### src/hw/lsu_isa_pkg.sv
package lsu_isa_pkg;

    //**********************************************************
    // access kinds and sizes
    //**********************************************************

    // load or store, one bit as in the decode stage
    typedef enum logic {
        LSU_LOAD  = 1'b0,
        LSU_STORE = 1'b1
    } lsu_op_t;

    // access size, log2 of the byte count
    typedef enum logic [1:0] {
        SIZE_B = 2'd0,
        SIZE_H = 2'd1,
        SIZE_W = 2'd2,
        SIZE_D = 2'd3
    } lsu_size_t;

    //**********************************************************
    // command from the execute side
    //**********************************************************

    // store data sits in the low bits, not yet lane aligned
    typedef struct packed {
        lsu_op_t     op;
        lsu_size_t   size;
        // set for lbu, lhu, lwu
        logic        is_unsigned;
        logic [31:0] addr;
        logic [63:0] wdata;
    } lsu_cmd_t;

    //**********************************************************
    // one memory doubleword, seen by lane
    //**********************************************************

    // store side places lanes, load side picks them back out
    typedef union packed {
        logic [7:0][7:0]  b;
        logic [3:0][15:0] h;
        logic [1:0][31:0] w;
        logic [63:0]      d;
    } lsu_dword_u;

endpackage

### src/hw/lsu_mem_pkg.sv
package lsu_mem_pkg;

    import lsu_isa_pkg::*;

    //**********************************************************
    // bus widths
    //**********************************************************
    localparam int ADDR_W     = 32;
    localparam int DATA_W     = 64;
    localparam int STRB_W     = DATA_W / 8;
    localparam int BYTE_OFF_W = $clog2(STRB_W);

    //**********************************************************
    // address map
    //**********************************************************

    // anything outside [base, limit] goes out on the mmio port
    localparam logic [ADDR_W-1:0] CACHED_BASE  = 32'h8000_0000;
    localparam logic [ADDR_W-1:0] CACHED_LIMIT = 32'h8800_0000;

    // local data memory, the window aliases onto it
    localparam int LOCAL_WORDS = 512;
    localparam int LOCAL_IDX_W = $clog2(LOCAL_WORDS);

    // request queue between former and router
    localparam int QUEUE_DEPTH = 4;
    localparam int QUEUE_PTR_W = $clog2(QUEUE_DEPTH);

    // request after forming, strobe and data already in their lanes
    typedef struct packed {
        lsu_op_t             op;
        lsu_size_t           size;
        logic                is_unsigned;
        logic                uncached;
        logic [ADDR_W-1:0]   addr;
        logic [STRB_W-1:0]   strb;
        logic [DATA_W-1:0]   wdata;
    } mem_req_t;

    typedef struct packed {
        logic                write;
        logic [ADDR_W-1:0]   addr;
        logic [STRB_W-1:0]   strb;
        logic [DATA_W-1:0]   wdata;
    } mmio_req_t;

endpackage

### src/hw/lsu_req_former.sv
`timescale 1ns/1ps

module lsu_req_former
    import lsu_isa_pkg::*;
    import lsu_mem_pkg::*;
(
    input  logic     clk,
    input  logic     rst_n_i,

    input  lsu_cmd_t cmd_i,
    input  logic     cmd_valid_i,
    output logic     cmd_ready_o,

    output mem_req_t req_o,
    output logic     req_valid_o,
    input  logic     req_ready_i
);

    logic [STRB_W-1:0]     base_strb;
    logic [STRB_W-1:0]     shifted_strb;
    logic [BYTE_OFF_W-1:0] byte_off;
    lsu_dword_u            store_lane;
    logic                  uncached;
    mem_req_t              req_next;

    assign byte_off = cmd_i.addr[BYTE_OFF_W-1:0];

    //**********************************************************
    // strobe and lane placement
    //**********************************************************
    always_comb begin
        store_lane = '0;
        case (cmd_i.size)
            SIZE_B: begin
                base_strb                    = 8'h01;
                store_lane.b[byte_off]       = cmd_i.wdata[7:0];
            end
            SIZE_H: begin
                base_strb                    = 8'h03;
                store_lane.h[byte_off[2:1]]  = cmd_i.wdata[15:0];
            end
            SIZE_W: begin
                base_strb                    = 8'h0f;
                store_lane.w[byte_off[2]]    = cmd_i.wdata[31:0];
            end
            default: begin
                base_strb                    = 8'hff;
                store_lane.d                 = cmd_i.wdata;
            end
        endcase
    end

    // aligned accesses only, so the shift never runs off the top
    assign shifted_strb = base_strb << byte_off;

    // same window test as the core top
    assign uncached = (cmd_i.addr < CACHED_BASE) || (cmd_i.addr > CACHED_LIMIT);

    always_comb begin
        req_next.op          = cmd_i.op;
        req_next.size        = cmd_i.size;
        req_next.is_unsigned = cmd_i.is_unsigned;
        req_next.uncached    = uncached;
        req_next.addr        = cmd_i.addr;
        req_next.strb        = shifted_strb;
        // loads carry no write data
        req_next.wdata       = (cmd_i.op == LSU_STORE) ? store_lane.d : '0;
    end

    //**********************************************************
    // output register
    //**********************************************************
    assign cmd_ready_o = !req_valid_o || req_ready_i;

    always_ff @(posedge clk) begin
        if (!rst_n_i) begin
            req_valid_o <= 1'b0;
        end else if (cmd_ready_o) begin
            req_valid_o <= cmd_valid_i;
        end
    end

    always_ff @(posedge clk) begin
        if (cmd_valid_i && cmd_ready_o) begin
            req_o <= req_next;
        end
    end

endmodule

### config.mk
export PLATFORM = sky130hd
export DESIGN_NAME = lsu_req_former
export DESIGN_NICKNAME = d
export VERILOG_FILES = /design/src/hw/lsu_isa_pkg.sv /design/src/hw/lsu_mem_pkg.sv /design/src/hw/lsu_req_former.sv
export SDC_FILE = /design/constraint.sdc
export NUM_CORES = 1
export LEC_CHECK = 0
export BUFFER_PORTS_ARGS = -buffer_cell sky130_fd_sc_hd__buf_2
export CAP_MARGIN = 20
export CORE_MARGIN = 2
export CORE_UTILIZATION = 43
export DETAILED_ROUTE_END_ITERATION = 10
export PLACE_DENSITY = 0.83
export SYNTH_ARGS = -nofsm -noshare
export SYNTH_HDL_FRONTEND = slang
export SYNTH_SLANG_ARGS = --single-unit
export TNS_END_PERCENT = 20
### constraint.sdc
create_clock -name clk -period 4.88 [get_ports clk]
set_input_delay 0.732 -clock clk [delete_from_list [all_inputs] [get_ports clk]]
set_output_delay 0.732 -clock clk [all_outputs]
set_load 0.02 [all_outputs]
==> metrics.yaml <==
status: "complete, no violations"
cts-htree-levels: 3
clock_skew_ns: 0.00751
grt_use_total: 0.216
synthesis.nets: 495
critPathMaxFanout: 39
nFillCells: 982
gp_congestion: 0.841
placementRows: 39
period_share: 0.549
path_class: "in2reg"
yosys.cell_count.top_type: "edfxtp_1"
final_area_um2: 6530
internal_power_mw: 1.64
yosys-top-cells-count: "edfxtp_1 (109), nor2b_1 (33), o21ai_0 (28)"
final_cell_count_no_fill: 729
path_buf_inv: 1
hpwlAfterDp_um: 10400
p_total_mw: 2.23
placed_cells: 710
path_clk_slew_ns: 0.08
synth_top_area_cell: "edfxtp_1"
min_period_ns: 2.68
cts.sinks: 110
avgSynthCellArea_um2: 13.2
io_pins: 215
postRouteWirelength_um: 14300
route.layer.met1.wl_um: 5810
die_y_um: 113
post_synth_num_cell_types: 49
netlist_top_cells_area: "edfxtp_1 (63%), nor2b_1 (4.0%), a22oi_1 (3.3%)"
antenna_left: 0
grt_pass1_vias: 4013
top_layer: "met4"
swShare: 0.267
cts_tree: "built"
cts_resized: 0
critPathLaunchType: "primary input"
drc: 0
ys_ff_latch: 110
worst-slew-pin-transition_ns: 1.05
die_w_um: 113
p_clk_frac: 0.333
cpPeakStageDelay_ns: 0.63
wl_met3_um: 1330
synth-edff-count: 109
irDropWorstVdd_mv: 0.193
p_per_area_nw_per_um2: 342
ys_seq_area_frac: 0.639
routed-via-count: 4111
synth-main-ff-cell: "edfxtp_1"
die-area_um2: 12900
slowest_stage: "nand2_1"
grt_pass1_wl_um: 21400
start_util: 0.446
wl_met2_um: 6740
syn_area_um2: 5150
grt_overflow_total: 0
cts_setup_buffers: 0
initialDrtViolationCount: 646
whs_ns: 0.540
hp-class: "reg2reg"
fmax_ghz: 0.373
power_frac_comb: 0.162
async_reset_ff_frac: 0
rsz0062_at_grt: "false"
setup_viol: 0
io_buffers: 214
placed_area_um2: 6200
p_sw_mw: 0.596
power_frac_seq: 0.505
antenna_found_initial: 2
coreArea_um2: 11600
synth_warnings: 0
clockBufferDepth: 2
drive_above_1_share: 0.437
clk_latency_ns: 0.34
numCtsBuffers: 9
num-nets-final: 683
final_hold_viol_count: 0
synthCells: 391
crit_chain: "buf_2, nand2_1, and2_0, a32oi_1, nor2b_1"
endpoint_kind: "flop"
cp.required_ns: 4.98
setup-tns-final_ns: 0
max_slew_margin: 0.298
grt_max_degree: 89
power_leakage_nw: 2.59
drv_slew: 0
ctsHoldBuffers: 0
max_cap_violations: 0
crit_arrival_ns: 2.78
synth_top_area_frac: 0.635
viasPerCell: 5.64
dr.pass1.iters: 5
syn2layout_area_growth_pct: 26.7
wl_per_cell_um: 19.6
crit_family: "simple AND/OR/NAND/NOR gates"
cts-root-buf: "clkbuf_16"
## placed cells by master (no fill, tap or decap), drive strengths merged
cell      count
a22oi        23
o22ai         1
nand3         3
a32o          7
a21boi        9
inv           5
nor2         25
a221oi        9
clkinvlp      1
nand4         2
diode         2
nand2b        3
o21a          1
nor3          4
clkbuf        9
o21ai        29
nor2b        34
dfxtp         1
and2         12
nand2        16
nor4b         2
bufinv        1
o221a         1
a32oi        15
a21oi        15
nand3b        1
a22o         13
or2           2
nor3b         2
and3          3
edfxtp      109
buf         216
clkinv        3
nor4          5
o31a          1
and2b         1
## logic make-up after synthesis
family	Yosys count	share of synthesized area
buffers and inverters	42	0.0439
flip-flops	110	0.639
AO/OA/AOI/OAI	124	0.185
AND/OR/NAND/NOR	115	0.132
## area by class of cell
cell class | count | area (um^2) | share of cell area
Antenna cell | 2 | 5.00 | 0.000766
Clock buffer | 9 | 225 | 0.0345
Clock inverter | 7 | 72.6 | 0.0111
Inverter | 3 | 11.3 | 0.00172
Multi-Input combinational cell | 239 | 1640 | 0.251
Sequential cell | 110 | 3290 | 0.504
Tap cell | 143 | 179 | 0.0274
Timing Repair Buffer | 216 | 1110 | 0.169
## worst paths after layout
| check | from | end | slack (ns) | depth (start not counted) |
|---|---|---|---|---|
| worst min register to register | req_valid_o$_SDFFE_PN0N_ | req_valid_o$_SDFFE_PN0N_ | 0.54 | 2 |
| worst min-delay path | req_valid_o$_SDFFE_PN0N_ | req_valid_o$_SDFFE_PN0N_ | 0.54 | 2 |
| worst max-delay path | cmd_i[97] | req_o[35]$_SDFFCE_PN0P_ | 2.20 | 5 |
| worst max register to register | req_valid_o$_SDFFE_PN0N_ | req_o[105]$_DFFE_PP_ | 3.08 | 4 |
## sequential cells by signal, summed over array words and instances (netlist names)
name         flops
req_valid_o      1
req_o          109
## tightest hold or removal path: stages, from the launching register on
cell      delay (ns)
dfxtp_1         0.31
nand2b_1        0.10
a21boi_0        0.08
## power groups by stage
| stage | combinational, mW | sequential [mW] | clock (mW) |
|---|---|---|---|
| floorplan | 0.139 | 1.23 | 0 |
| global placement | 0.350 | 1.15 | 0 |
| detailed placement | 0.357 | 1.15 | 0 |
| CTS | 0.358 | 1.13 | 0.757 |
| global route | 0.389 | 1.13 | 0.793 |
| finish | 0.362 | 1.13 | 0.744 |
## metal layers
| layer | up-vias | GRT usage |
|---|---|---|
| met4 | 0 | 0.0927 |
| met5 | - | 0 |
| met1 | 1946 | 0.280 |
| met3 | 28 | 0.0574 |
| li1 | 1892 | - |
| met2 | 245 | 0.347 |
## metrics by stage
step / util / setup slack, ns
after floorplan: - / 0.857
after global placement: 0.536 / 2.03
after detailed placement: 0.536 / 1.90
after CTS: 0.562 / 2.26
after global routing: 0.565 / 2.03
final: 0.565 / 2.20
Power figures use the tool's default switching activity.
