File: src/hw/lsu_isa_pkg.sv
package lsu_isa_pkg;

    //**********************************************************
    // access kinds and sizes
    //**********************************************************

    // load or store, one bit as in the decode stage
    typedef enum logic {
        LSU_LOAD  = 1'b0,
        LSU_STORE = 1'b1
    } lsu_op_t;

    // access size, log2 of the byte count
    typedef enum logic [1:0] {
        SIZE_B = 2'd0,
        SIZE_H = 2'd1,
        SIZE_W = 2'd2,
        SIZE_D = 2'd3
    } lsu_size_t;

    //**********************************************************
    // command from the execute side
    //**********************************************************

    // store data sits in the low bits, not yet lane aligned
    typedef struct packed {
        lsu_op_t     op;
        lsu_size_t   size;
        // set for lbu, lhu, lwu
        logic        is_unsigned;
        logic [31:0] addr;
        logic [63:0] wdata;
    } lsu_cmd_t;

    //**********************************************************
    // one memory doubleword, seen by lane
    //**********************************************************

    // store side places lanes, load side picks them back out
    typedef union packed {
        logic [7:0][7:0]  b;
        logic [3:0][15:0] h;
        logic [1:0][31:0] w;
        logic [63:0]      d;
    } lsu_dword_u;

endpackage

File: src/hw/lsu_mem_pkg.sv
package lsu_mem_pkg;

    import lsu_isa_pkg::*;

    //**********************************************************
    // bus widths
    //**********************************************************
    localparam int ADDR_W     = 32;
    localparam int DATA_W     = 64;
    localparam int STRB_W     = DATA_W / 8;
    localparam int BYTE_OFF_W = $clog2(STRB_W);

    //**********************************************************
    // address map
    //**********************************************************

    // anything outside [base, limit] goes out on the mmio port
    localparam logic [ADDR_W-1:0] CACHED_BASE  = 32'h8000_0000;
    localparam logic [ADDR_W-1:0] CACHED_LIMIT = 32'h8800_0000;

    // local data memory, the window aliases onto it
    localparam int LOCAL_WORDS = 512;
    localparam int LOCAL_IDX_W = $clog2(LOCAL_WORDS);

    // request queue between former and router
    localparam int QUEUE_DEPTH = 4;
    localparam int QUEUE_PTR_W = $clog2(QUEUE_DEPTH);

    // request after forming, strobe and data already in their lanes
    typedef struct packed {
        lsu_op_t             op;
        lsu_size_t           size;
        logic                is_unsigned;
        logic                uncached;
        logic [ADDR_W-1:0]   addr;
        logic [STRB_W-1:0]   strb;
        logic [DATA_W-1:0]   wdata;
    } mem_req_t;

    typedef struct packed {
        logic                write;
        logic [ADDR_W-1:0]   addr;
        logic [STRB_W-1:0]   strb;
        logic [DATA_W-1:0]   wdata;
    } mmio_req_t;

endpackage

File: src/hw/lsu_req_queue.sv
`timescale 1ns/1ps

module lsu_req_queue
    import lsu_mem_pkg::*;
(
    input  logic     clk,
    input  logic     rst_n_i,

    input  mem_req_t in_i,
    input  logic     in_valid_i,
    output logic     in_ready_o,

    output mem_req_t out_o,
    output logic     out_valid_o,
    input  logic     out_ready_i
);

    mem_req_t               entry_q [QUEUE_DEPTH];
    logic [QUEUE_PTR_W-1:0] wr_ptr;
    logic [QUEUE_PTR_W-1:0] rd_ptr;
    logic [QUEUE_PTR_W:0]   count;
    logic                   push;
    logic                   pop;

    // full blocks a push even when a pop happens in the same cycle
    assign in_ready_o  = (count != (QUEUE_PTR_W + 1)'(QUEUE_DEPTH));
    assign out_valid_o = (count != '0);
    assign out_o       = entry_q[rd_ptr];

    assign push = in_valid_i && in_ready_o;
    assign pop  = out_valid_o && out_ready_i;

    // pointers and occupancy
    always_ff @(posedge clk) begin
        if (!rst_n_i) begin
            wr_ptr <= '0;
            rd_ptr <= '0;
            count  <= '0;
        end else begin
            if (push) begin
                wr_ptr <= wr_ptr + 1'b1;
            end
            if (pop) begin
                rd_ptr <= rd_ptr + 1'b1;
            end
            case ({push, pop})
                2'b10:   count <= count + 1'b1;
                2'b01:   count <= count - 1'b1;
                default: count <= count;
            endcase
        end
    end

    // storage, depth is a power of two so the pointers wrap by themselves
    always_ff @(posedge clk) begin
        if (push) begin
            entry_q[wr_ptr] <= in_i;
        end
    end

endmodule

File: config.mk
export PLATFORM = sky130hd
export DESIGN_NAME = lsu_req_queue
export DESIGN_NICKNAME = d
export VERILOG_FILES = /design/src/hw/lsu_isa_pkg.sv /design/src/hw/lsu_mem_pkg.sv /design/src/hw/lsu_req_queue.sv
export SDC_FILE = /design/constraint.sdc
export NUM_CORES = 1
export LEC_CHECK = 0
export ABC_CLOCK_PERIOD_IN_PS = 4070
export BUFFER_PORTS_ARGS = -buffer_cell sky130_fd_sc_hd__buf_2
export CORE_MARGIN = 8
export CORE_UTILIZATION = 51
export DETAILED_ROUTE_END_ITERATION = 7
export GPL_TIMING_DRIVEN = 1
export PLACE_DENSITY = 0.85
export SKIP_CTS_REPAIR_TIMING = 1
export SLEW_MARGIN = 20
export SYNTH_ARGS = -nofsm -noshare
export SYNTH_HDL_FRONTEND = slang
export SYNTH_SLANG_ARGS = --single-unit
File: constraint.sdc
create_clock -name clk -period 4.07 [get_ports clk]
set_input_delay 0.2035 -clock clk [delete_from_list [all_inputs] [get_ports clk]]
set_output_delay 0.2035 -clock clk [all_outputs]
set_load 0.02 [all_outputs]
==> results.md, run 1 <==
- The run finished with clean final reports.
- The estimated wirelength of the detail-placed design is 19.2 mm.
- The worst stage delay on the critical path is 0.92 ns.
- With fillers left out, the area of the finished cells amounts to roughly 20000 sq um.
- The routed layout has 7855 vias.
- The number of antenna violations at the first check in global routing is 4.
- Ranked by instance count, the synthesized netlist is headed by 436 x sky130_fd_sc_hd__edfxtp_1, 109 x sky130_fd_sc_hd__mux4_2, 11 x sky130_fd_sc_hd__buf_2.
- Entering global routing, the biggest net connects 107 pins.
- In the final routed layout, each cell accounts on average for 23.3 um.
- The final core utilization is 0.647.
- The clock passes through at most 3 buffers.
- The count of nets left with antenna violations once routing finished came out at 0.
- The synthesized-area fraction occupied by adder cells is 0.00511.
- In the synthesized netlist, the number of instances is 621.
- Hold is met by ~0.030 ns.
- After detailed routing, the number of remaining DRC violations is 0.
- The root cell of the clock tree is sky130_fd_sc_hd__clkbuf_16.
- The total grt overflow is 0.
- The share of final-layout standard cells stronger than drive strength 1 is 0.405.
- The flip-flop cell with the highest count after synthesis is sky130_fd_sc_hd__edfxtp_1.
- Compared with the post-synthesis result, the final layout area differs by 25.6%.
- By area the synthesized netlist is led by sky130_fd_sc_hd__edfxtp_1 81%, sky130_fd_sc_hd__mux4_2 15%, sky130_fd_sc_hd__dfxtp_1 1.1%.
- The core area is 31400 sq um.
- Averaged over all synthesized cells, the footprint is approximately 26 sq um.
- The boundary pin count is 224.
- The data required time of the critical path is approximately 3.9 ns.
- The worst setup path is of the reg2out kind.
- For this run, global-route usage on met1 was measured as 0.216.
- The first-pass GRT wire length is approximately 48 mm.
- The most instantiated library cell after synthesis is sky130_fd_sc_hd__edfxtp_1.
- The met2 global-route usage is 0.265.
- The power density relative to cell area is 628 nW/um^2.
- The clock tree from TritonCTS is yes.
- Walking the worst path, the cells encountered are buf_4, mux4_2, buf_2.
- Yosys mapped a number of flops with a built-in enable equal to 436.
- The maximum ir drop on the vdd rail is 0.494 mV.
- The number of buffers added by the clock tree synthesis step is between 40 and 50.
- Data arrives at the worst endpoint at roughly 2.6 ns.
- After layout, the minimum clock period comes to approximately 2.8 ns.
- The post-placement cell count is 1234.
- The worst hold path belongs to the class in2reg.
- At the later pin of the worst-skew pair, clock insertion delay measures 0.52 ns.
- The final period utilization is 0.689.
- The final setup TNS is 0 ns.
- The area share of the leading cell type in the synthesized netlist is 0.810.
- The floorplan has 65 rows.
- In this run the worst path has a maximum fanout of roughly 40.
- Clock skew on the completed layout was measured at roughly 0.017 ns.
- The combinational family with the most area after synthesis is multiplexers.
- The cell area after synthesis is 16200 sq um.
- The standby leakage power is 6.86 nW.
- The final number of max-transition violations is 0.
- Measured against its own limit, the worst slew margin works out to 0.423.
- The peak-usage layer in the global routing report is met2.
- The floorplan die height is 194 um.
- The die width is roughly 190 um.
- The hold violation count in the final report is 0.
- Of all flip-flops after synthesis, the portion carrying an async set or reset was 0.
- The effective utilization at floorplan is 0.515.
- The worst setup path is captured at an output port.
- The largest individual stage delay along the critical path comes from the cell sky130_fd_sc_hd__dfxtp_4.
- The net count after synthesis is 740.
- The number of levels in the clock H-tree is 2.
- CTS saw 445 sinks.
- Across the run, the number of max-cap violations was 0.
- The share of the synthesized netlist area taken by xor and xnor gates is 0.00217.
- The overall power consumption is 12.8 mW.
- After detailed routing, the total wire length is 33.2 mm.
- The violation count after the first detailed-routing iteration is 510.
- The area of placed instances is 17800 sq um.
- The via count of the first global-routing pass is 8061.
- After synthesis, the share of cell area in mux cells is 0.153.
- Yosys printed 0 warnings.
- The final instance count without filler cells is 1421.
- The die footprint is ~38000 sq um.
- The clock transition time at the flip-flop clock pins of the worst setup and hold paths is 0.06 ns.
- The global router's overall resource usage is 0.163.
- Of the total synthesized cell area, the portion taken by AND, OR, NAND and NOR gates is 0.00588.
- The post-detailed-route via-to-cell ratio is ~5.5.
- The minimum setup slack after placement is 1.48 ns.
- The cell taking the most area after synthesis is sky130_fd_sc_hd__edfxtp_1.
- The actual transition at the worst max-transition pin is 0.865 ns.
- The global routing met3 resource utilization is 0.0441.
- Buffers placed on the I/O ports in this run total ~220.
- The final weighted congestion of routability-driven global placement is 0.726.
- The number of failing setup endpoints in the final timing report is 0.
- Setup repair after global routing left no endpoint under its margin.
- After the last flow step, the layout net total stands at 1105.
- In this run, synthesis produced a sequential element count of 445.
- The count of unique library cells instantiated by Yosys is 24.
- STA classifies the critical path startpoint as a flop.
- The number of search-and-repair iterations in the first detailed-routing pass is 5.
- The synthesized-area fraction occupied by ao, oa, aoi and oai cells is 0.00263.
- The setup slack after layout is 1.26 ns.
- Static timing analysis puts the maximum clock frequency at 0.356 GHz.
- For this run, the register share of the synthesized area comes to 0.821.
[path summary, 6_finish.rpt]
| check | to | slack, ns | cells after the start | start |
|---|---|---|---|---|
| setup / recovery | out_o[70] | 1.26 | 3 | flop |
| hold / removal | count[2] | 0.03 | 2 | rst_n_i |
| setup reg to reg | entry_q[0][15] | 1.43 | 4 | count[0] |
| hold reg to reg | wr_ptr[1] | 0.55 | 2 | wr_ptr[1] |
[logic make-up after synthesis]
group	after synthesis
compound gates	6
buf+inv	31
mux	111
fa+ha+maj	6
xor+xnor	4
flops	445
simple gates	18
[metal layers]
metal / part of all wire / up-vias
li1: - / 3409
met5: 0.00096 / -
met1: 0.41 / 4092
met2: 0.50 / 285
met4: 0.020 / 6
met3: 0.068 / 63
[power breakdown]
group	internal (mW)	switching [mW]	leakage, nW
Combinational	1.39	1.79	2.12
Sequential	5.53	0.241	4.08
Clock	2.23	1.58	0.665
[registers in the layout, summed over array words and instances (netlist names), named ones only]
name     cells
count        3
wr_ptr       2
entry_q    436
rd_ptr       2
[area by class of cell]
type | count | area, sq um
Antenna cell | 1 | 2.50
Timing Repair Buffer | 345 | 2390
Clock buffer | 56 | 1180
Sequential cell | 445 | 13300
Fill cell | 1999 | 11100
Clock inverter | 21 | 181
Inverter | 6 | 22.5
Multi-Input combinational cell | 145 | 2740
Tap cell | 402 | 503
[cell usage in the layout (no fill, tap or decap), types with 2 or more instances in the layout]
cell type / count
sky130_fd_sc_hd__and2_1: 3
sky130_fd_sc_hd__and2_4: 4
sky130_fd_sc_hd__buf_12: 7
sky130_fd_sc_hd__buf_2: 223
sky130_fd_sc_hd__buf_4: 6
sky130_fd_sc_hd__bufinv_16: 3
sky130_fd_sc_hd__clkbuf_1: 10
sky130_fd_sc_hd__clkbuf_16: 45
sky130_fd_sc_hd__clkinv_1: 6
sky130_fd_sc_hd__clkinv_2: 9
sky130_fd_sc_hd__clkinvlp_4: 2
sky130_fd_sc_hd__dfxtp_1: 7
sky130_fd_sc_hd__dfxtp_4: 2
sky130_fd_sc_hd__dlygate4sd3_1: 109
sky130_fd_sc_hd__edfxtp_1: 436
sky130_fd_sc_hd__ha_1: 5
sky130_fd_sc_hd__inv_1: 6
sky130_fd_sc_hd__mux2i_1: 2
sky130_fd_sc_hd__mux4_2: 109
sky130_fd_sc_hd__nand2_1: 6
sky130_fd_sc_hd__nor2b_1: 2
sky130_fd_sc_hd__o21ai_0: 2
sky130_fd_sc_hd__or3_1: 2
sky130_fd_sc_hd__xnor2_1: 3
[critical path: cells and delay by family (launching register included)]
family / cells / cell delay (ns)
buffers and inverters: 2 / 0.60
flip-flops: 1 / 0.92
multiplexers: 1 / 0.55
Power figures use the tool's default switching activity.
==> inputs of run 2 (changes only) <==
--- a/config.mk
+++ b/config.mk
@@ -5,7 +5,7 @@
 export SDC_FILE = /design/constraint.sdc
 export NUM_CORES = 1
 export LEC_CHECK = 0
-export ABC_CLOCK_PERIOD_IN_PS = 4070
+export ABC_CLOCK_PERIOD_IN_PS = 2400
 export BUFFER_PORTS_ARGS = -buffer_cell sky130_fd_sc_hd__buf_2
 export CORE_MARGIN = 8
 export CORE_UTILIZATION = 51
==> constraint.sdc (replaced) <==
create_clock -name clk -period 2.4 [get_ports clk]
set_input_delay 0.12 -clock clk [delete_from_list [all_inputs] [get_ports clk]]
set_output_delay 0.12 -clock clk [all_outputs]
set_load 0.02 [all_outputs]
==> run 2 against run 1 <==
Utilization up 0.40 points; setup slack worse by 1.1 ns; combinational power up 82%; power up 69%; die area unchanged; flip-flop and latch count unchanged; largest power group unchanged.
==> results.md, run 2 (synthesized netlist as in run 1, its figures left out) <==
- In the final routed layout, each cell accounts on average for 23.6 um.
- Counting the buffers created by CTS gives 43.
- The setup slack on the worst flop-to-flop path is 0.28 ns.
- STA classifies the critical path startpoint as a flop.
- The antenna violation net count after detailed routing is 0.
- The tightest min-delay check is of the in2reg type.
- The number of max-cap violations is 0.
- The floorplan die height is ~190 um.
- The worst stage delay on the critical path is 0.59 ns.
- The violation count after the first detailed-routing iteration is 401.
- The critical path is of the reg2out type.
- The estimated wirelength of the detail-placed design is between 15 and 20 mm.
- TritonCTS built the clock tree.
- The number of failing setup endpoints in the final timing report is 0.
- The register with the most flip-flops in the layout has 436 of them.
- The standby leakage power is 6.92 nW.
- The post-placement cell count is 1238.
- In the final layout, the registers with the most flip-flops are entry_q (436), count (3).
- The power density relative to cell area is 1050 nW/um^2.
- Data on the critical path is required at its endpoint by roughly 2.3 ns.
- For this run, the detailed router's first-pass iteration total came to 5.
- The minimum setup slack after placement is 0.449 ns.
- Setup repair after global routing left no endpoint under its margin.
- The post-detailed-route via-to-cell ratio is 5.51.
- The worst setup path is captured at an output port.
- The hold violation count in the final report came to 0.
- The die width is 194 um.
- The number of antenna violations at the first check in global routing came to 5.
- The die covers 37600 sq um.
- After the flow finishes, the layout carries non-filler instances totaling between 1000 and 1500.
- The total of fill cells in the finished design is 1950.
- The completed layout was analyzed and its total power is 21.5 mW.
- Data arrives at the worst endpoint at about 2.1 ns.
- After floorplanning, the core was divided into 65 placement rows.
- In the layout the commonest cells are 436 x sky130_fd_sc_hd__edfxtp_1, 223 x sky130_fd_sc_hd__buf_2, 110 x sky130_fd_sc_hd__dlygate4sd3_1.
- Summed over all layers, the routed wires come to 33.9 mm.
- The multi-input combinational cell area is roughly 2700 sq um.
- The via count of the first global-routing pass is 7928.
- The number of clock sinks is between 400 and 500.
- The register with the highest flop count is entry_q.
- Port buffering added 223 buffers.
- The final number of max-transition violations is 0.
- The total area of sequential cells is 13300 sq um.
- The final core utilization is 0.651.
- The final layout contains 1120 nets.
- In the post-route analysis, the smallest setup slack over all paths is 0.190 ns.
- In this run the deepest clock path goes through 3 buffers.
- The final critical path time including I/O delays and setup is 2.21 ns.
- The run finished with clean final reports.
- The area added between synthesis and finish is 26.4%.
- For the worst-skew pair, the clock arrives at the later sink with an insertion delay of about 0.52 ns.
- The slowest cell on the critical path is sky130_fd_sc_hd__mux4_2.
- Entering global routing, the biggest net connects 65 pins.
- Routability-driven placement finished with a final weighted congestion of between 0.7 and 0.8.
- The worst-case IR drop observed on VDD is 0.817 mV.
- The remaining design rule violation count is 0.
- Of the available clock period, the critical path in the final layout requires 0.921.
- The total grt overflow is 0.
- In this run the count of I/O pins placed on the die edge is 224.
- The root cell of the clock tree is sky130_fd_sc_hd__clkbuf_16.
- In the final layout, the share of cells above drive strength 1 is 0.412.
- The first global-routing pass estimated 47.1 mm of wire.
- The core area is roughly 31000 sq um.
- The most common cell after layout, fill and taps aside is sky130_fd_sc_hd__edfxtp_1.
- The critical path goes through buf_12, mux4_2, buf_2.
- Between clock sinks in the finished design, the worst skew comes to slightly above 0.009 ns.
- The clock transition time at the flip-flop clock pins of the worst setup and hold paths is 0.06 ns.
- The effective utilization at floorplan is 0.515.
- In this run the number of H-tree levels came out at 2.
- At the pin with the least slew margin, the transition time is around 0.53 ns.
- The worst slew margin relative to its limit is 0.639.
- The global router's overall resource usage is 0.162.
- The total number of vias is between 7000 and 8000.
- The critical-path maximum fanout is 35.
- Timing would allow up to 0.452 GHz.
[run 2: cell types whose count changed in the layout (fill, tap and decap cells not counted)]
cell / change
sky130_fd_sc_hd__clkbuf_8: -1
sky130_fd_sc_hd__buf_12: +7
sky130_fd_sc_hd__bufinv_16: -3
sky130_fd_sc_hd__clkinv_1: +5
sky130_fd_sc_hd__clkinv_2: +3
sky130_fd_sc_hd__dlygate4sd3_1: +1
sky130_fd_sc_hd__diode_2: +4
sky130_fd_sc_hd__clkinv_4: -1
sky130_fd_sc_hd__buf_4: +6
sky130_fd_sc_hd__buf_6: +1
sky130_fd_sc_hd__clkbuf_1: -5
sky130_fd_sc_hd__clkinvlp_4: +1
[run 2: path summary, 6_finish.rpt]
check / from / to / cells after the start
worst min-delay path: out_ready_i / flop / 4
worst max-delay path: flop / out_o[2] / 3
worst min register to register: wr_ptr[1] / wr_ptr[1] / 2
worst max register to register: count[0] / count[2] / 7
[run 2: metrics by stage]
step | instance area [sq um] | setup TNS, ns | hold slack [ns]
6_report | 20400 | 0 | 0.145
3_3_place_gp | 18000 | 0 | 0.331
2_1_floorplan | 16200 | -124.21 | 0.219
3_5_place_dp | 18000 | 0 | 0.335
4_1_cts | 19200 | -0.218 | -0.211
5_1_grt | 20400 | 0 | 0.147
[run 2: layer usage]
layer	routed length (um)	vias to the layer above	global-route usage
met5	12	-	0
met4	567	2	0.0453
met3	2450	47	0.0481
met2	17900	313	0.272
met1	13000	4121	0.204
li1	-	3439	-
[run 2: where the power goes]
part	internal [mW]	total (mW)	switching (mW)
Combinational	2.56	5.80	3.24
Clock	3.40	6.10	2.70
Sequential	9.37	9.62	0.253
[run 2: cell type report]
class                           instances  share of cell area
Timing Repair Buffer                  360               0.127
Sequential cell                       445               0.650
Antenna cell                            5            0.000613
Clock buffer                           50              0.0560
Multi-Input combinational cell        145               0.134
Tap cell                              402              0.0246
Clock inverter                         26             0.00606
Inverter                                6             0.00110
[run 2: critical path: cells and delay by family, from the launching register on]
| kind | cells | cell delay, ns |
|---|---|---|
| flip-flops | 1 | 0.45 |
| multiplexers | 1 | 0.59 |
| buffers and inverters | 2 | 0.47 |
